[src/logic/cu_defs.svh]
`ifndef CU_DEFS_SVH
`define CU_DEFS_SVH

// Instruction word as held by the datapath IR
`define CU_INSTR_W  16
`define CU_OPCODE_W 8   // Upper byte of the instruction

// Sequencer state code
`define CU_STATE_W  6

// Control word widths driven toward the datapath
`define CU_WE_W     17  // One bit per register destination
`define CU_RE_W     5   // Bus source select code
`define CU_INC_W    7   // Increment strobes
`define CU_ALU_W    3   // ALU operation code

`endif

[src/logic/cu_ctrl_pkg.sv]
`include "cu_defs.svh"

package cu_ctrl_pkg;

    // Register write enables, one-hot
    typedef logic [`CU_WE_W-1:0] cu_we_t;

    // Bit 0 is the data memory write, never raised by this unit
    localparam cu_we_t NO_W     = '0;
    localparam cu_we_t ALU_AC_W = cu_we_t'(1) << 1;
    localparam cu_we_t IR_PC_W  = cu_we_t'(1) << 2;
    localparam cu_we_t IR_W     = cu_we_t'(1) << 3;
    localparam cu_we_t AR_W     = cu_we_t'(1) << 4;
    localparam cu_we_t X_W      = cu_we_t'(1) << 5;
    localparam cu_we_t Y_W      = cu_we_t'(1) << 6;
    localparam cu_we_t Z_W      = cu_we_t'(1) << 7;
    localparam cu_we_t STXY_W   = cu_we_t'(1) << 8;
    localparam cu_we_t STYZ_W   = cu_we_t'(1) << 9;
    localparam cu_we_t STXZ_W   = cu_we_t'(1) << 10;
    localparam cu_we_t R_W      = cu_we_t'(1) << 11;
    localparam cu_we_t R1_W     = cu_we_t'(1) << 12;
    localparam cu_we_t R2_W     = cu_we_t'(1) << 13;
    localparam cu_we_t R3_W     = cu_we_t'(1) << 14;
    localparam cu_we_t DR_W     = cu_we_t'(1) << 15;
    localparam cu_we_t AC_W     = cu_we_t'(1) << 16;

    // Bus source select
    typedef enum logic [`CU_RE_W-1:0] {
        NO_R       = 0,
        INS_MEM_R  = 1,
        DATA_MEM_R = 2,
        IR_R       = 4,
        AC_R       = 6,
        X_R        = 7,
        Y_R        = 8,
        Z_R        = 9,
        STXY_R     = 10,
        STYZ_R     = 11,
        STXZ_R     = 12,
        R_R        = 13,
        R1_R       = 14,
        R2_R       = 15,
        R3_R       = 16,
        DR_R       = 17
    } cu_re_e;

    // Increment strobes, bits 5 and 6 held low
    typedef logic [`CU_INC_W-1:0] cu_inc_t;

    localparam cu_inc_t NO_I   = '0;
    localparam cu_inc_t PC_I   = cu_inc_t'(1) << 0;
    localparam cu_inc_t AC_I   = cu_inc_t'(1) << 1;
    localparam cu_inc_t STXY_I = cu_inc_t'(1) << 2;
    localparam cu_inc_t STXZ_I = cu_inc_t'(1) << 3;
    localparam cu_inc_t R_I    = cu_inc_t'(1) << 4;

    typedef enum logic [`CU_ALU_W-1:0] {
        NO_OP = 3'd0,
        ADD   = 3'd1,
        SUB   = 3'd3,
        SFTR  = 3'd4,
        SFTL  = 3'd5,
        ZERO  = 3'd6
    } cu_alu_e;

    typedef struct packed {
        logic [`CU_OPCODE_W-1:0]          opcode;
        logic [`CU_INSTR_W-`CU_OPCODE_W-5:0] unused;
        logic [3:0]                       reg_sel;  // MVAC, MOVREG, MOVAR
    } cu_move_s;

    typedef struct packed {
        logic [`CU_OPCODE_W-1:0]          opcode;
        logic [`CU_INSTR_W-`CU_OPCODE_W-3:0] unused;
        logic [1:0]                       add_src;  // R, R1 or R2 for ADD
    } cu_alu_s;

    typedef union packed {
        cu_move_s mv;
        cu_alu_s  alu;
    } cu_instr_u;

endpackage

[src/logic/cu_state_pkg.sv]
`include "cu_defs.svh"

package cu_state_pkg;

    typedef logic [`CU_OPCODE_W-1:0] cu_opcode_t;

    // Start status level from the host
    typedef enum logic [1:0] {
        PREPARE  = 2'b00,
        PROCESS  = 2'b01,
        COMPLETE = 2'b11
    } cu_status_e;

    // First execute state of each instruction doubles as its opcode
    typedef enum logic [`CU_STATE_W-1:0] {
        IDLE   = 0,
        FETCH1 = 1,
        FETCH2 = 2,
        FETCH3 = 3,
        NOP    = 4,
        ADD1   = 5,
        ADD2   = 6,
        SUB1   = 9,
        SUB2   = 10,
        LODAC1 = 11,
        LODAC2 = 12,
        LODAC3 = 13,
        LODAC4 = 14,
        LODAC5 = 15,
        MVAC   = 20,
        MOVREG = 21,
        CLAC1  = 22,
        CLAC2  = 23,
        JUMP1  = 24,
        JUMP2  = 25,
        JUMP3  = 26,
        JUMPZ  = 27,
        JUMPZN = 28,   // Skip cycle, Z set
        JMNZ   = 29,
        JMNZN  = 30,   // Skip cycle, Z clear
        INCAC  = 31,
        INCR   = 32,
        SFTR1  = 34,
        SFTR2  = 35,
        SFTL1  = 36,
        SFTL2  = 37,
        MOVAR1 = 38,
        MOVAR2 = 39,
        ENDOP  = 40
    } cu_state_e;

endpackage

[src/logic/control_unit.sv]
`timescale 1ns/1ps

module control_unit
    import cu_state_pkg::*;
    import cu_ctrl_pkg::*;
(
    input  logic       clk,
    input  logic       arst_n,
    input  cu_status_e status,
    input  logic       Z,
    input  cu_instr_u  instruction,
    output cu_we_t     write_enable,
    output cu_re_e     read_enable,
    output cu_inc_t    increment,
    output cu_alu_e    alu,
    output logic       finish
);

    cu_state_e state;
    cu_we_t    field_we;
    cu_re_e    field_re;

    cu_sequencer sequencer_i (
        .clk         (clk),
        .arst_n      (arst_n),
        .status      (status),
        .Z           (Z),
        .instruction (instruction),
        .state       (state)
    );

    cu_reg_field_decoder field_decoder_i (
        .instruction (instruction),
        .field_we    (field_we),
        .field_re    (field_re)
    );

    // Outputs are a pure function of state and IR
    cu_microop_decoder microop_decoder_i (
        .state        (state),
        .instruction  (instruction),
        .field_we     (field_we),
        .field_re     (field_re),
        .write_enable (write_enable),
        .read_enable  (read_enable),
        .increment    (increment),
        .alu          (alu),
        .finish       (finish)
    );

endmodule

[src/logic/cu_microop_decoder.sv]
`timescale 1ns/1ps

module cu_microop_decoder
    import cu_state_pkg::*;
    import cu_ctrl_pkg::*;
(
    input  cu_state_e state,
    input  cu_instr_u instruction,
    input  cu_we_t    field_we,
    input  cu_re_e    field_re,
    output cu_we_t    write_enable,
    output cu_re_e    read_enable,
    output cu_inc_t   increment,
    output cu_alu_e   alu,
    output logic      finish
);

    always_comb
    begin
        write_enable = NO_W;
        read_enable  = NO_R;
        increment    = NO_I;
        alu          = NO_OP;
        finish       = 1'b0;

        case (state)
            // Instruction fetch, shared with LODAC operand and JUMP target
            FETCH1, LODAC1, JUMP1:
                read_enable = INS_MEM_R;
            FETCH2, LODAC2, JUMP2:
            begin
                write_enable = IR_W;
                read_enable  = INS_MEM_R;
            end
            FETCH3, JUMPZN, JMNZN:
                increment = PC_I;

            ADD1:
            begin
                alu = ADD;
                case (instruction.alu.add_src)
                    2'd1:    read_enable = R_R;
                    2'd2:    read_enable = R1_R;
                    2'd3:    read_enable = R2_R;
                    default: read_enable = NO_R;
                endcase
            end
            SUB1:
            begin
                read_enable = R_R;
                alu         = SUB;
            end
            CLAC1:
                alu = ZERO;
            SFTR1:
                alu = SFTR;
            SFTL1:
                alu = SFTL;
            ADD2, SUB2, CLAC2, SFTR2, SFTL2:
                write_enable = ALU_AC_W;  // Latch ALU result

            LODAC3:
            begin
                write_enable = AR_W;
                read_enable  = IR_R;
                increment    = PC_I;
            end
            LODAC4:
            begin
                write_enable = DR_W;
                read_enable  = DATA_MEM_R;
            end
            LODAC5:
            begin
                write_enable = AC_W;
                read_enable  = DR_R;
            end

            MVAC:
            begin
                write_enable = field_we;
                read_enable  = AC_R;
            end
            MOVREG:
            begin
                write_enable = AC_W;
                read_enable  = field_re;
            end
            MOVAR1:
            begin
                write_enable = AR_W;
                read_enable  = field_re;
            end
            MOVAR2:
                increment = (instruction.mv.reg_sel == 4'd4) ? STXY_I : STXZ_I;

            JUMP3:
                write_enable = IR_PC_W;  // Target into PC
            INCAC:
                increment = AC_I;
            INCR:
                increment = R_I;
            ENDOP:
                finish = 1'b1;

            default:
            begin
                write_enable = NO_W;  // IDLE, NOP and branch tests
                read_enable  = NO_R;
            end
        endcase
    end

endmodule

[src/logic/cu_reg_field_decoder.sv]
`timescale 1ns/1ps

module cu_reg_field_decoder
    import cu_ctrl_pkg::*;
(
    input  cu_instr_u instruction,
    output cu_we_t    field_we,
    output cu_re_e    field_re
);

    localparam int unsigned FIELD_MIN = 1;
    localparam int unsigned FIELD_MAX = 11;

    // Field code 1 maps to X, up through 11 for DR
    localparam cu_we_t FIELD_WE [FIELD_MIN:FIELD_MAX] = '{
        X_W, Y_W, Z_W,
        STXY_W, STYZ_W, STXZ_W,
        R_W, R1_W, R2_W, R3_W,
        DR_W
    };

    localparam cu_re_e FIELD_RE [FIELD_MIN:FIELD_MAX] = '{
        X_R, Y_R, Z_R,
        STXY_R, STYZ_R, STXZ_R,
        R_R, R1_R, R2_R, R3_R,
        DR_R
    };

    logic [3:0] reg_sel;
    logic       sel_valid;

    assign reg_sel   = instruction.mv.reg_sel;
    assign sel_valid = (reg_sel >= FIELD_MIN) && (reg_sel <= FIELD_MAX);

    always_comb
    begin
        field_we = NO_W;
        field_re = NO_R;
        if (sel_valid)
        begin
            field_we = FIELD_WE[reg_sel];
            field_re = FIELD_RE[reg_sel];
        end
    end

endmodule

[src/logic/cu_sequencer.sv]
`timescale 1ns/1ps

`include "cu_defs.svh"

module cu_sequencer
    import cu_state_pkg::*;
    import cu_ctrl_pkg::*;
(
    input  logic       clk,
    input  logic       arst_n,
    input  cu_status_e status,
    input  logic       Z,
    input  cu_instr_u  instruction,
    output cu_state_e  state
);

    cu_state_e  state_nxt;
    cu_opcode_t opcode;
    logic       movar_step;

    assign opcode     = instruction.mv.opcode;
    assign movar_step = (instruction.mv.reg_sel == 4'd4) || (instruction.mv.reg_sel == 4'd6);

    always_ff @(posedge clk or negedge arst_n)
    begin
        if (!arst_n)
        begin
            state <= IDLE;
        end
        else
        begin
            state <= state_nxt;
        end
    end

    always_comb
    begin
        state_nxt = FETCH1;  // Last step of most instructions
        case (state)
            IDLE:   state_nxt = (status == PROCESS) ? FETCH1 : IDLE;
            FETCH1: state_nxt = FETCH2;
            FETCH2: state_nxt = FETCH3;
            FETCH3:
            begin
                case (opcode)
                    cu_opcode_t'(NOP), cu_opcode_t'(ADD1), cu_opcode_t'(SUB1),
                    cu_opcode_t'(LODAC1), cu_opcode_t'(MVAC), cu_opcode_t'(MOVREG),
                    cu_opcode_t'(CLAC1), cu_opcode_t'(JUMP1), cu_opcode_t'(JUMPZ),
                    cu_opcode_t'(JMNZ), cu_opcode_t'(INCAC), cu_opcode_t'(INCR),
                    cu_opcode_t'(SFTR1), cu_opcode_t'(SFTL1), cu_opcode_t'(MOVAR1),
                    cu_opcode_t'(ENDOP):
                        state_nxt = cu_state_e'(opcode[`CU_STATE_W-1:0]);
                    default:
                        state_nxt = IDLE;  // Unknown opcode
                endcase
            end
            ADD1:   state_nxt = ADD2;
            SUB1:   state_nxt = SUB2;
            CLAC1:  state_nxt = CLAC2;
            SFTR1:  state_nxt = SFTR2;
            SFTL1:  state_nxt = SFTL2;
            LODAC1: state_nxt = LODAC2;
            LODAC2: state_nxt = LODAC3;
            LODAC3: state_nxt = LODAC4;
            LODAC4: state_nxt = LODAC5;
            JUMP1:  state_nxt = JUMP2;
            JUMP2:  state_nxt = JUMP3;
            JUMPZ:  state_nxt = Z ? JUMPZN : JUMP1;
            JMNZ:   state_nxt = Z ? JUMP1 : JMNZN;
            MOVAR1: state_nxt = movar_step ? MOVAR2 : FETCH1;  // Stack pointer bump
            ENDOP:  state_nxt = ENDOP;
            ADD2, SUB2, CLAC2, SFTR2, SFTL2, LODAC5, JUMP3, JUMPZN, JMNZN,
            NOP, MVAC, MOVREG, INCAC, INCR, MOVAR2:
                state_nxt = FETCH1;
            default:
                state_nxt = IDLE;
        endcase
    end

endmodule

[config.mk]
export PLATFORM = sky130hd
export DESIGN_NAME = control_unit
export DESIGN_NICKNAME = d
export VERILOG_FILES = /design/src/logic/cu_ctrl_pkg.sv /design/src/logic/cu_state_pkg.sv /design/src/logic/control_unit.sv /design/src/logic/cu_microop_decoder.sv /design/src/logic/cu_reg_field_decoder.sv /design/src/logic/cu_sequencer.sv
export VERILOG_INCLUDE_DIRS = /design/src /design/src/logic
export SDC_FILE = /design/constraint.sdc
export NUM_CORES = 1
export LEC_CHECK = 0
export BUFFER_PORTS_ARGS = -buffer_cell sky130_fd_sc_hd__buf_2
export CAP_MARGIN = 15
export CORE_ASPECT_RATIO = 0.7
export CORE_UTILIZATION = 40
export CTS_BUF_LIST = sky130_fd_sc_hd__clkbuf_4
export DETAILED_ROUTE_END_ITERATION = 10
export GPL_TIMING_DRIVEN = 0
export PLACE_DENSITY = 0.69
export SLEW_MARGIN = 20
export SYNTH_ARGS = -nofsm -noshare
export SYNTH_HDL_FRONTEND = slang
export SYNTH_SLANG_ARGS = --single-unit
[constraint.sdc]
create_clock -name clk -period 4.1 [get_ports clk]
set_clock_uncertainty 0.05 [all_clocks]
set_input_delay 0.615 -clock clk [delete_from_list [all_inputs] [get_ports clk]]
set_output_delay 0.615 -clock clk [all_outputs]
set_load 0.02 [all_outputs]
Word level (Yosys, flattened, before mapping) --
Memories as Yosys holds them, arrays and structs flattened. Index checks and enable logic that the tools add are counted.
Cells by class: eq/ne operators 55, div/mod/pow operators 0, bitwise logic cells 1, shift operators 0, order comparisons 3, add/sub/neg operators 0, reductions and logical operators 12, $mul 0, mux-type cells 19
Operators with widths (number):
- $pmux W6 S20 | 1
- $pmux W17 S7 | 1
- $eq A6 B5 Y1 const B | 12
- $eq A8 B5 Y1 const B | 7
- $mux W17 | 3
- $eq A6 B6 Y1 const B | 8
- $eq A6 B4 Y1 const B | 7
- $eq A8 B6 Y1 const B | 5
- $pmux W5 S8 | 1
- $pmux W7 S4 | 1
- $eq A6 B3 Y1 const B | 3
- $eq A8 B3 Y1 const B | 2
- $eq A8 B4 Y1 const B | 2
- $reduce_or A16 Y1 | 1
- $mux W5 | 3
- $pmux W3 S5 | 1
- $reduce_or A15 Y1 | 1
- $eq A6 B2 Y1 const B | 2
- $mux W6 | 2
- $pmux W4 S3 | 1
- $eq A4 B3 Y1 const B | 2
- $eq A6 B1 Y1 const B | 1
- $logic_not A6 Y1 | 1
- $mux W3 | 2
- 15 further kinds | 20
Word-level totals: input port bits 21, memories kept 2, bits in writable memories 0, flip-flop bits (word level) 6, logic and storage cells 93, memory bits (read-only) 352, bits in latches 0
Memory list:
- (name not given) | depth 16, bits a word 17, read ports 1, clocked after Yosys merged registers in 0, write ports 0, RTL line cu_reg_field_decoder.sv:41 | field_we = FIELD_WE[reg_sel];
- (name not given) | depth 16, bits a word 5, read ports 1, clocked after Yosys merged registers in 0, write ports 0, RTL line cu_reg_field_decoder.sv:42 | field_re = FIELD_RE[reg_sel];

Longest topological paths before layout --
Gate-level depths: netlist of run 1.
word-level depth 6, gate-level depth with buffers 7, gate-level depth less buffers 5

Hierarchy --
A second synthesis of run 1 with hierarchy kept.
Second synthesis, totals: cells, all modules 247, area total of the unflattened synthesis 1620.3 um^2
By module, submodules not included:
- cu_microop_decoder | cells each 112, instances 1, area each 704.4 um^2
- cu_sequencer | cells each 97, instances 1, area each 689.4 um^2
- cu_reg_field_decoder | cells each 38, instances 1, area each 226.5 um^2

Worst setup path after synthesis of run 1 --
No wires, ideal clock.
path kind input-to-output, from in instruction[1] (netlist name), to out write_enable[5], path buffers 1, required time 3435 ps, data arrival time 1772 ps, path slack 1663 ps, cell stages on the path 3, path through clkbuf_1 > nor3_1 > nor4b_1
Between the ends: cells in the longest elaborated chain, start to end 6, elaborated cells between the ends (all ways) 9, those cells by class 2 x order compare; 4 x mux; 1 x bitwise; 1 x reduce/logical; 1 x memory
Ends and longest elaborated chain:
- start: declaration | RTL line control_unit.sv:11 | input cu_instr_u instruction,
- $not A4 Y5 (not written as such) | RTL line cu_reg_field_decoder.sv:41
- $mem_v2 Z16 W17
- $mux W17 (not written as such) (2 in a row) | RTL line cu_reg_field_decoder.sv:41
- $mux W17 * | RTL line cu_reg_field_decoder.sv:39 | if (sel_valid)
- $pmux W17 S7 * | RTL line cu_microop_decoder.sv:26 | case (state)
- end: declaration | RTL line control_unit.sv:12 | output cu_we_t write_enable,
Mark *: on every way between the ends. The rest lies on a longest branch, timed or not. The select of a mux whose other input is x is not followed.

Worst setup path after layout of run 1 --
from reg sequencer_i.state[3], to out write_enable[12]
Between the ends: cells in the longest elaborated chain, start to end 3, elaborated cells between the ends (all ways) 20, those cells by class 15 x eq/ne; 1 x mux; 4 x reduce/logical
Ends and longest elaborated chain:
- start: declaration | RTL line cu_sequencer.sv:14 | output cu_state_e state
- start signal: assignment | RTL line cu_sequencer.sv:32 | state <= state_nxt;
- $eq A6 B3 Y1, or another cell as far along | RTL line cu_microop_decoder.sv:26
- $reduce_or A5 Y1, or another cell as far along | RTL line cu_microop_decoder.sv:26
- $pmux W17 S7 * | RTL line cu_microop_decoder.sv:26
Mark *: on every way between the ends. The rest lies on a longest branch, timed or not.

==> results of run 1 <==
[how the worst max path moves through the flow]
| stage | to | slack [ns] | cells past startpoint |
|---|---|---|---|
| 3_5_place_dp | read_enable[2] | 1.52 | 7 |
| 2_1_floorplan | write_enable[5] | 1.66 | 3 |
| 4_1_cts | write_enable[12] | 1.37 | 6 |
| 5_1_grt | write_enable[12] | 1.13 | 6 |
| 6_report | write_enable[12] | 1.31 | 6 |
| 3_3_place_gp | read_enable[2] | 1.50 | 7 |
[cell families after synthesis]
family          Yosys count  synth area share, %
compound gates           66                 34.2
fa+ha+maj                 2                 1.93
buf+inv                  30                 11.1
flops                     6                 11.6
mux                       2                 1.64
other cells               1                0.290
simple gates             97                 39.2
[metrics by stage]
stage,util [%],setup slack (ns)
3_5_place_dp,53.4,1.52
5_1_grt,54.2,1.13
3_3_place_gp,53.4,1.50
2_1_floorplan,-,1.66
4_1_cts,54.2,1.37
6_report,54.2,1.31
[metal layers]
| layer | track usage, % | vias to the layer above |
|---|---|---|
| met4 | 4.33 | 0 |
| li1 | - | 846 |
| met5 | 0 | - |
| met2 | 37.0 | 136 |
| met3 | 5.73 | 8 |
| met1 | 41.3 | 798 |
[worst reg2reg max path, stage by stage, from the launching register on]
cell                      delay (ns)
sky130_fd_sc_hd__dfrtp_1        0.35
sky130_fd_sc_hd__buf_2          0.18
sky130_fd_sc_hd__nor2b_1        0.42
sky130_fd_sc_hd__a21oi_1        0.13
sky130_fd_sc_hd__o221a_2        0.28
sky130_fd_sc_hd__a22oi_1        0.25
sky130_fd_sc_hd__o21ai_1        0.10
[final cells by class]
class,count,area [sq um],share of cell area (%)
inverters,10,37.5,2.35
well taps,36,45.0,2.82
multi-input cells,170,1010,63.2
flip-flops and latches,6,150,9.41
clock buffers,3,22.5,1.41
plain buffers,20,106,6.67
repair buffers,45,225,14.1
[synthesized netlist by cell type, drive strengths merged, types with 5 or more instances]
cell type | number | area [sq um]
nor3 | 6 | 30.0
o21ai | 22 | 114
nor4 | 6 | 43.8
a21oi | 9 | 45.0
nor2b | 10 | 62.6
dfrtp | 6 | 150
nand3 | 10 | 50.1
nand2b | 6 | 37.5
nand2 | 20 | 75.1
nor2 | 22 | 82.6
buf | 16 | 91.3
o211ai | 5 | 37.5
inv | 10 | 37.5
[power breakdown]
part	total (mW)	internal, mW	switching, mW
logic	0.385	0.127	0.258
clock network	0.0546	0.0331	0.0215
registers	0.0751	0.0709	0.00428
==> key figures, run 1 <==
Timing
  • Number of max-slew violations in the final report: 0
  • RSZ-0062 raised after global routing: no
  • Final Hold Violating Endpoints: 0
  • Count of final setup violators: 0
  • Final period util: between 60 and 70%
  • Final setup TNS: 0 ns
  • Hold slack final: roughly 0.13 ns
  • Post-route minimum period: about 2.8 ns
  • Maximum achievable frequency: around 0.36 GHz

Final layout
  • Layout cell share with drive strength beyond 1: about 28%
  • Total non-filler cell area in the finished layout: 1600 sq um
  • Most frequent standard cell in the layout excluding fill and tap cells: sky130_fd_sc_hd__buf_2
  • Area added between synthesis and finish: 23.2%
  • Top flop regs: sequencer_i.state: 6 flops
  • Antenna Diode Count: 0
  • Commonest cells after routing, fill and taps aside: 55 x sky130_fd_sc_hd__buf_2, 22 x sky130_fd_sc_hd__nor2_1, 20 x sky130_fd_sc_hd__nand2_1
  • Largest reg by FF count: sequencer_i.state
  • Largest register FFs: 6
  • Final #Nets: roughly 280
  • Post-Layout Cell Count: slightly below 300
  • Filler Cells Inserted: about 300

Yosys
  • Synthesis Warnings: 0
  • Average size of a mapped cell: ~6.3 sq um
  • Number of storage elements in the synthesis netlist: 6
  • Syn Inst Count: between 200 and 250
  • Post-synthesis instance area: around 1300 sq um
  • Most used DFF post-synth: sky130_fd_sc_hd__dfrtp_1
  • Distinct cell type count after synthesis: between 50 and 60
  • Number of synthesized flops with an enable pin: 0
  • FFs w/ async S/R, synth: 100%
  • Fraction of the yosys area taken by sequential cells: 11.6%

Global route
  • Initial antenna violation count: 0
  • Grt ovf: 0
  • Largest net degree at the start of global routing: 11
  • GRT Resource Usage Total: around a quarter
  • Global-route wire length before repair: roughly 7600 um
  • Number of global-route vias before repair: between 1500 and 2000

Clocking
  • Setup bufs post-CTS: 0
  • Number of clock sinks: 6
  • Clock tree root driver cell: sky130_fd_sc_hd__clkbuf_4
  • Clock transition time at the flip-flop clock pins of the worst setup and hold paths: 0.05 ns
  • Number of buffers created by CTS: 3
  • Clock tree from TritonCTS: done
  • CTS H-tree lvls: 1
  • Worst-case clock buffer depth: 2
  • Hold_buf cts: 0
  • Worst-skew pair later-pin latency: approximately 0.25 ns
  • Resize count post-CTS: 0

Placed design
  • Final weighted congestion in routability-driven placement: 0.967
  • Placed wire-length estimate after detailed placement: between 3000 and 4000 um
  • Number of port buffers: 45
  • Placed cell area: ~1600 sq um
  • Number of instances in the placed design: roughly 290

Worst hold path
  • Min-Delay Path Class: in2async

Detailed routing
  • Number of optimization iterations in the first detailed-route pass: 5
  • Wire length on met2: ~1800 um
  • Number of DRC violations after detailed-routing iteration 0: approximately 280
  • Routed length on met1: between 2000 and 2500 um
  • Aggregate routed wire length: between 4000 and 5000 um
  • Uppermost routed layer: met4
  • Avg WL per Cell: 15.5 um
  • Number of remaining DRC errors: 0
  • Residual antenna-violating net count after detailed routing: 0
  • Total number of vias: between 1500 and 2000
  • Met3 Routed Length: 586 um
  • Routed vias/inst: around 6.2

Worst setup path
  • Cell type with the highest occurrence count on the critical path: sky130_fd_sc_hd__buf_2
  • Top cell family by delay on the critical path: simple AND/OR/NAND/NOR gates
  • Setup slack of the worst register-to-register path: around 2.2 ns
  • Worst path cell trace: buf_2, nor2b_1, nand3_1, nand3b_1, nor3_1, buf_2
  • Crit path DAT: around 2.1 ns
  • Register-to-Register Path Depth: 6
  • CP startpoint: sequencer_i.state[3]$_DFF_PN0_
  • Stage delay of the slowest cell on the critical path: between 0.4 and 0.5 ns
  • Required time of the worst setup path: approximately 3.4 ns
  • Worst setup EP type: primary output
  • Crit start category: flop
  • Type of the setup path with the least slack: reg2out
  • Capturing point of the worst reg2reg path: sequencer_i.state[0]$_DFF_PN0_
  • Slowest cell on crit path: sky130_fd_sc_hd__nor2b_1
  • Top fanout value on the critical path: 10
  • Crit Reg-Reg Startpoint: sequencer_i.state[3]$_DFF_PN0_
  • Critical path buffer and inverter count: 2

Power
  • Total power of the final layout: 515 uW
  • Leakage power figure: about 0.76 nW
  • Power Dens Cells: 323 nW/um^2
  • Highest ir drop seen on vdd: ~240 uV

Die
  • Die span in y: slightly below 50 um
  • DIE AREA: around 3500 sq um
  • Core area: a little under 3000 sq um
  • Initial core utilization: between 40% and 50%
  • I/O pin cnt: 54
  • Placement Rows: 16
  • Horiz. Die Dim: around 70 um

Run status
  • Outcome: finished, final reports clean

Job
  • Maxcap violations: 0
(Power assumes the default switching activity.)
==> inputs of run 2 (changes only) <==
- PLACE_DENSITY: 0.69 -> 0.71
- clock period: 4.1 -> 2.4 ns (I/O delays scaled with it)
==> run 2 against run 1 <==
- utilization increased by 2.0 points
- combinational power increased by 79%
- clock power increased by 72%
- critical path type unchanged
- largest cell class unchanged
==> key figures, run 2 (same netlist as run 1, synthesis figures left out) <==
Clocking
  • Clock tree root driver cell: sky130_fd_sc_hd__clkbuf_4
  • Worst-case clock buffer depth: 2 (unchanged)
  • Number of clock sinks: 6 (unchanged)
  • Clock transition time at the flip-flop clock pins of the worst setup and hold paths: 0.05 ns (about the same)
  • Clock tree from TritonCTS: done
  • Number of buffers created by CTS: 3 (unchanged)
  • CTS H-tree lvls: 1 (unchanged)
  • Setup bufs post-CTS: 0 (unchanged)
  • Worst-skew pair later-pin latency: 0.25 ns (about the same)

Final layout
  • Area added between synthesis and finish: 27.8%
  • Commonest cells after routing, fill and taps aside: 50 x sky130_fd_sc_hd__buf_2, 21 x sky130_fd_sc_hd__nor2_1, 20 x sky130_fd_sc_hd__nand2_1
  • Largest reg by FF count: sequencer_i.state
  • Top flop regs: sequencer_i.state: 6 flops
  • Antenna Diode Count: 0 (unchanged)
  • Total non-filler cell area in the finished layout: 1660 sq um (+3.8%)
  • Final #Nets: 280 (+0.36%)
  • Most frequent standard cell in the layout excluding fill and tap cells: sky130_fd_sc_hd__buf_2
  • Layout cell share with drive strength beyond 1: 31.0% (+3.4 points)
  • Largest register FFs: 6 (unchanged)

Placed design
  • Placed cell area: 1570 sq um (unchanged)
  • Worst-case setup slack after placement: 0.182 ns (-1.33 ns)
  • Placed wire-length estimate after detailed placement: 3440 um (-0.43%)
  • Number of port buffers: 45 (unchanged)
  • Final weighted congestion in routability-driven placement: 0.972 (+0.61%)

Die
  • Placement Rows: 16 (unchanged)
  • Initial core utilization: 44.0% (unchanged)
  • Die span in y: 49.6 um (unchanged)
  • Core area: 2940 sq um (unchanged)
  • I/O pin cnt: 54 (unchanged)
  • DIE AREA: 3470 sq um (unchanged)
  • Horiz. Die Dim: 70.0 um (unchanged)

Worst setup path
  • Register-to-Register Path Depth: 5 (-1)
  • Top fanout value on the critical path: 10 (unchanged)
  • Stage delay of the slowest cell on the critical path: 0.38 ns (-0.04 ns)
  • Worst path cell trace: clkbuf_4, inv_2, mux2_2, a22o_1, a31o_1, buf_2
  • Crit path DAT: 1.89 ns (-0.23 ns)
  • Worst setup EP type: primary output
  • Slowest cell on crit path: sky130_fd_sc_hd__mux2_2
  • Crit start category: flop
  • Type of the setup path with the least slack: reg2out
  • Required time of the worst setup path: 1.99 ns (-1.44 ns)

Power
  • Leakage power figure: 0.772 nW (+1.6%)
  • Highest ir drop seen on vdd: 498 uV (+110%)
  • Power Dens Cells: 553 nW/um^2 (+71%)

Detailed routing
  • Avg WL per Cell: 15.6 um (about the same)
  • Routed vias/inst: 6.01 (-2.6%)
  • Total number of vias: 1748 (-2.2%)
  • Number of optimization iterations in the first detailed-route pass: 5 (unchanged)
  • Residual antenna-violating net count after detailed routing: 0 (unchanged)
  • Number of DRC violations after detailed-routing iteration 0: 307 (+11%)
  • Number of remaining DRC errors: 0 (unchanged)
  • Aggregate routed wire length: 4530 um (+0.42%)

Timing
  • Final critical-path setup slack: 0.103 ns (-1.21 ns)
  • Number of max-slew violations in the final report: 0 (unchanged)
  • Maximum achievable frequency: about 0.44 GHz
  • RSZ-0062 raised after global routing: no
  • Final setup TNS: 0 ns (unchanged)
  • Final Hold Violating Endpoints: 0 (unchanged)
  • Final period util: 95.7%
  • Post-route minimum period: 2.30 ns
  • Count of final setup violators: 0 (unchanged)

Job
  • Maxcap violations: 0 (unchanged)

Global route
  • Grt ovf: 0 (unchanged)
  • Largest net degree at the start of global routing: 11 (unchanged)
  • GRT Resource Usage Total: 26.5% (unchanged)
  • Global-route wire length before repair: 7410 um (-1.9%)
  • Number of global-route vias before repair: 1543 (+1.2%)
  • Initial antenna violation count: 0 (unchanged)

Worst hold path
  • Number of cells on the worst hold path: 3
  • Min-Delay Path Class: in2reg

Run status
  • Outcome: finished, final reports clean
==> run 2: layout make-up <==
cell class | count | area (sq um)
Buffer | 20 | 115
Clock buffer | 3 | 22.5
Fill cell | 301 | 1290
Inverter | 10 | 37.5
Multi-Input combinational cell | 170 | 1040
Sequential cell | 6 | 150
Tap cell | 36 | 45.0
Timing Repair Buffer | 46 | 240
==> run 2: metal layers <==
layer	up-vias	GRT usage, %	wire [um]
li1	851	-	-
met1	769	39.8	2110
met5	-	0	0
met3	2	7.16	560
met2	126	39.3	1850
met4	0	1.33	4
==> run 2: final timing paths <==
path	start	end	slack (ns)
max	sequencer_i.state[1]$_DFF_PN0_	read_enable[1]	0.10
min	instruction[12]	sequencer_i.state[4]$_DFF_PN0_	0.35
max reg2reg	sequencer_i.state[4]$_DFF_PN0_	sequencer_i.state[4]$_DFF_PN0_	0.61
min reg2reg	sequencer_i.state[5]$_DFF_PN0_	sequencer_i.state[1]$_DFF_PN0_	0.72
max in group asynchronous	arst_n	sequencer_i.state[3]$_DFF_PN0_	1.73
min in group asynchronous	arst_n	sequencer_i.state[2]$_DFF_PN0_	0.43
==> run 2: per-stage QoR <==
stage | power, mW | util [%] | hold WS, ns | instances
after detailed placement | 0.759 | 53.4 | 0.137 | 287
after global placement | 0.763 | 53.4 | 0.134 | 287
final | 0.916 | 56.3 | 0.352 | 291
after CTS | 0.858 | 54.6 | 0.338 | 291
after floorplan | 0.588 | - | 0.0144 | 206
after global routing | 0.981 | 56.3 | 0.352 | 291
==> run 2: repair_timing <==
item / 4_1_cts / 5_1_grt
hold buffers: 1 / 0
hold endpoints to repair: 6 / 0
pin swaps: 0 / 2
resized for setup: 1 / 15
endpoints found under the setup margin: 4 / 8
==> run 2: critical path: cells and delay by family (launching register included) <==
family	cells	cell delay [ns]
AOI/OAI and AO/OA	2	0.37
muxes	1	0.38
buffers and inverters	3	0.52
DFF	1	0.37
==> run 2: power breakdown <==
part / internal, mW / total [mW] / switching [mW]
combinational: 0.241 / 0.691 / 0.450
clock: 0.0566 / 0.0941 / 0.0374
sequential: 0.121 / 0.130 / 0.00911
==> inputs of run 3 (changes only) <==
--- a/constraint.sdc
+++ b/constraint.sdc
@@ -4,2 +4,2 @@
 set_output_delay 0.36 -clock clk [all_outputs]
-set_load 0.02 [all_outputs]
+set_load 0.01 [all_outputs]
==> run 3 against run 2 <==
- worst setup slack gained 0.028 ns
- clock-buffer cell count is the same
- global-route usage did not move
- sequential share of layout area increased by 0.10 points
==> key figures, run 3 (same netlist as run 1, synthesis figures left out) <==
Die
  • Core area: 2940 sq um (unchanged)
  • DIE AREA: 3470 sq um (unchanged)
  • Initial core utilization: 44.0% (unchanged)
  • Horiz. Die Dim: 70.0 um (unchanged)
  • Placement Rows: 16 (unchanged)
  • I/O pin cnt: 54 (unchanged)
  • Die span in y: 49.6 um (unchanged)

Timing
  • Final Hold Violating Endpoints: 0 (unchanged)
  • Final period util: 94.6% (-1.2 points)
  • Hold slack final: 0.349 ns (-0.00295 ns)
  • Count of final setup violators: 0 (unchanged)
  • Final setup TNS: 0 ns (unchanged)
  • RSZ-0062 raised after global routing: no
  • Post-route minimum period: 2.27 ns (-0.0276 ns)
  • Number of max-slew violations in the final report: 0 (unchanged)
  • Maximum achievable frequency: 0.441 GHz (+1.2%)

Placed design
  • Final weighted congestion in routability-driven placement: 0.972 (unchanged)
  • Placed wire-length estimate after detailed placement: 3440 um (unchanged)
  • Number of instances in the placed design: 287 (unchanged)
  • Number of port buffers: 45 (unchanged)

Power
  • Power Dens Cells: 531 nW/um^2 (-4.0%)
  • Leakage power figure: 0.768 nW (-0.46%)
  • Highest ir drop seen on vdd: 490 uV (-1.6%)
  • Total power of the final layout: 869 uW (-5.1%)

Worst setup path
  • Required time of the worst setup path: 1.99 ns (about the same)
  • Top cell family by delay on the critical path: buffers and inverters
  • Critical path buffer and inverter count: 3 (unchanged)
  • Cell type with the highest occurrence count on the critical path: sky130_fd_sc_hd__buf_2
  • Type of the setup path with the least slack: reg2out
  • Stage delay of the slowest cell on the critical path: 0.38 ns (about the same)
  • Worst path cell trace: buf_2, inv_2, mux2_2, a22o_1, a31o_1, buf_2
  • Crit path DAT: 1.86 ns (-0.03 ns)
  • Crit start category: flop
  • Top fanout value on the critical path: 10 (unchanged)
  • Worst setup EP type: primary output
  • Slowest cell on crit path: sky130_fd_sc_hd__mux2_2

Detailed routing
  • Number of DRC violations after detailed-routing iteration 0: 237 (-23%)
  • Avg WL per Cell: 15.5 um (-0.62%)
  • Aggregate routed wire length: 4500 um (-0.62%)
  • Number of remaining DRC errors: 0 (unchanged)
  • Residual antenna-violating net count after detailed routing: 0 (unchanged)
  • Routed vias/inst: 6.04 (+0.51%)
  • Total number of vias: 1757 (+0.51%)
  • Number of optimization iterations in the first detailed-route pass: 5 (unchanged)

Final layout
  • Most frequent standard cell in the layout excluding fill and tap cells: sky130_fd_sc_hd__buf_2
  • Layout cell share with drive strength beyond 1: 30.2% (-0.78 points)
  • Top flop regs: sequencer_i.state: 6 flops
  • Post-Layout Cell Count: 291 (unchanged)
  • Largest register FFs: 6 (unchanged)
  • Antenna Diode Count: 0 (unchanged)
  • Commonest cells after routing, fill and taps aside: 53 x sky130_fd_sc_hd__buf_2, 21 x sky130_fd_sc_hd__nor2_1, 20 x sky130_fd_sc_hd__nand2_1
  • Final #Nets: 280 (unchanged)
  • Area added between synthesis and finish: 26.4%
  • Largest reg by FF count: sequencer_i.state

Clocking
  • Clock tree from TritonCTS: done
  • CTS H-tree lvls: 1 (unchanged)
  • Clock transition time at the flip-flop clock pins of the worst setup and hold paths: 0.04 ns (about the same)
  • Number of clock sinks: 6 (unchanged)
  • Clock tree root driver cell: sky130_fd_sc_hd__clkbuf_4
  • Setup bufs post-CTS: 0 (unchanged)
  • Worst-skew pair later-pin latency: 0.24 ns (about the same)
  • Worst-case clock buffer depth: 2 (unchanged)
  • Number of buffers created by CTS: 3 (unchanged)

Run status
  • Outcome: finished, final reports clean

Job
  • Maxcap violations: 0 (unchanged)

Global route
  • Initial antenna violation count: 0 (unchanged)
  • Global-route wire length before repair: 7410 um (unchanged)
  • Number of global-route vias before repair: 1543 (unchanged)
  • Largest net degree at the start of global routing: 11 (unchanged)
  • Grt ovf: 0 (unchanged)
  • GRT Resource Usage Total: 26.5% (unchanged)

Worst hold path
  • Min-Delay Path Class: in2reg
==> run 3: cell types whose count changed in the layout (fill, tap and decap cells not counted) <==
cell / before / now
sky130_fd_sc_hd__buf_2: 50 / 53
sky130_fd_sc_hd__o22ai_2: 1 / 0
sky130_fd_sc_hd__nor3_1: 5 / 6
sky130_fd_sc_hd__o22ai_1: 1 / 2
sky130_fd_sc_hd__buf_4: 6 / 3
sky130_fd_sc_hd__nor3_2: 1 / 0
==> run 3: worst reg2reg max path, cell delays in order, from the launching register on <==
cell                       delay, ns
sky130_fd_sc_hd__dfrtp_1        0.45
sky130_fd_sc_hd__nor2_1         0.43
sky130_fd_sc_hd__nand4_1        0.18
sky130_fd_sc_hd__a211oi_2       0.32
sky130_fd_sc_hd__o211ai_1       0.16
sky130_fd_sc_hd__nand4b_1       0.13
==> run 3: per-layer routing <==
| metal | track usage (%) | part of all wire [%] | vias up |
|---|---|---|---|
| li1 | - | - | 852 |
| met1 | 39.8 | 47 | 770 |
| met2 | 39.3 | 40 | 133 |
| met3 | 7.16 | 13 | 2 |
| met4 | 1.33 | 0.18 | 0 |
| met5 | 0 | 0 | - |
==> run 3: final cells by class <==
class	instances	area, sq um
fill	305	1310
inverter	10	37.5
tap	36	45.0
multi-input combinational	170	1030
clock buffer	3	22.5
timing repair buffer	46	235
buffer	20	113
sequential	6	150
==> run 3: final timing paths <==
check	start	endpoint	slack (ns)	cells past startpoint
worst max-delay path	sequencer_i.state[1]$_DFF_PN0_	read_enable[1]	0.13	6
worst min-delay path	instruction[12]	sequencer_i.state[4]$_DFF_PN0_	0.35	3
worst max register to register	sequencer_i.state[4]$_DFF_PN0_	sequencer_i.state[1]$_DFF_PN0_	0.61	5
worst min register to register	sequencer_i.state[5]$_DFF_PN0_	sequencer_i.state[1]$_DFF_PN0_	0.73	3
max in group asynchronous	arst_n	sequencer_i.state[5]$_DFF_PN0_	1.72	2
min in group asynchronous	arst_n	sequencer_i.state[4]$_DFF_PN0_	0.43	2
==> run 3: timing repair <==
action                                  CTS  global route
pin swaps                                 0             2
endpoints found under the setup margin    2             5
gates resized for setup                   1             9
hold buffers                              1             0
endpoints found under the hold margin     6             0
==> run 3: metrics by stage <==
| stage | area (sq um) | util, % | worst slack [ns] |
|---|---|---|---|
| CTS | 1610 | 54.6 | 0.0549 |
| global placement | 1570 | 53.4 | 0.158 |
| detailed placement | 1570 | 53.4 | 0.216 |
| finish | 1640 | 55.6 | 0.130 |
| floorplan | 1300 | - | 0.566 |
| global route | 1640 | 55.6 | 0.0106 |
==> run 3: report_power, final <==
group	total (mW)	leakage [nW]	switching, mW	internal (mW)
clock	0.0914	0.0138	0.0349	0.0565
combinational	0.648	0.674	0.418	0.229
sequential	0.130	0.0802	0.00873	0.121
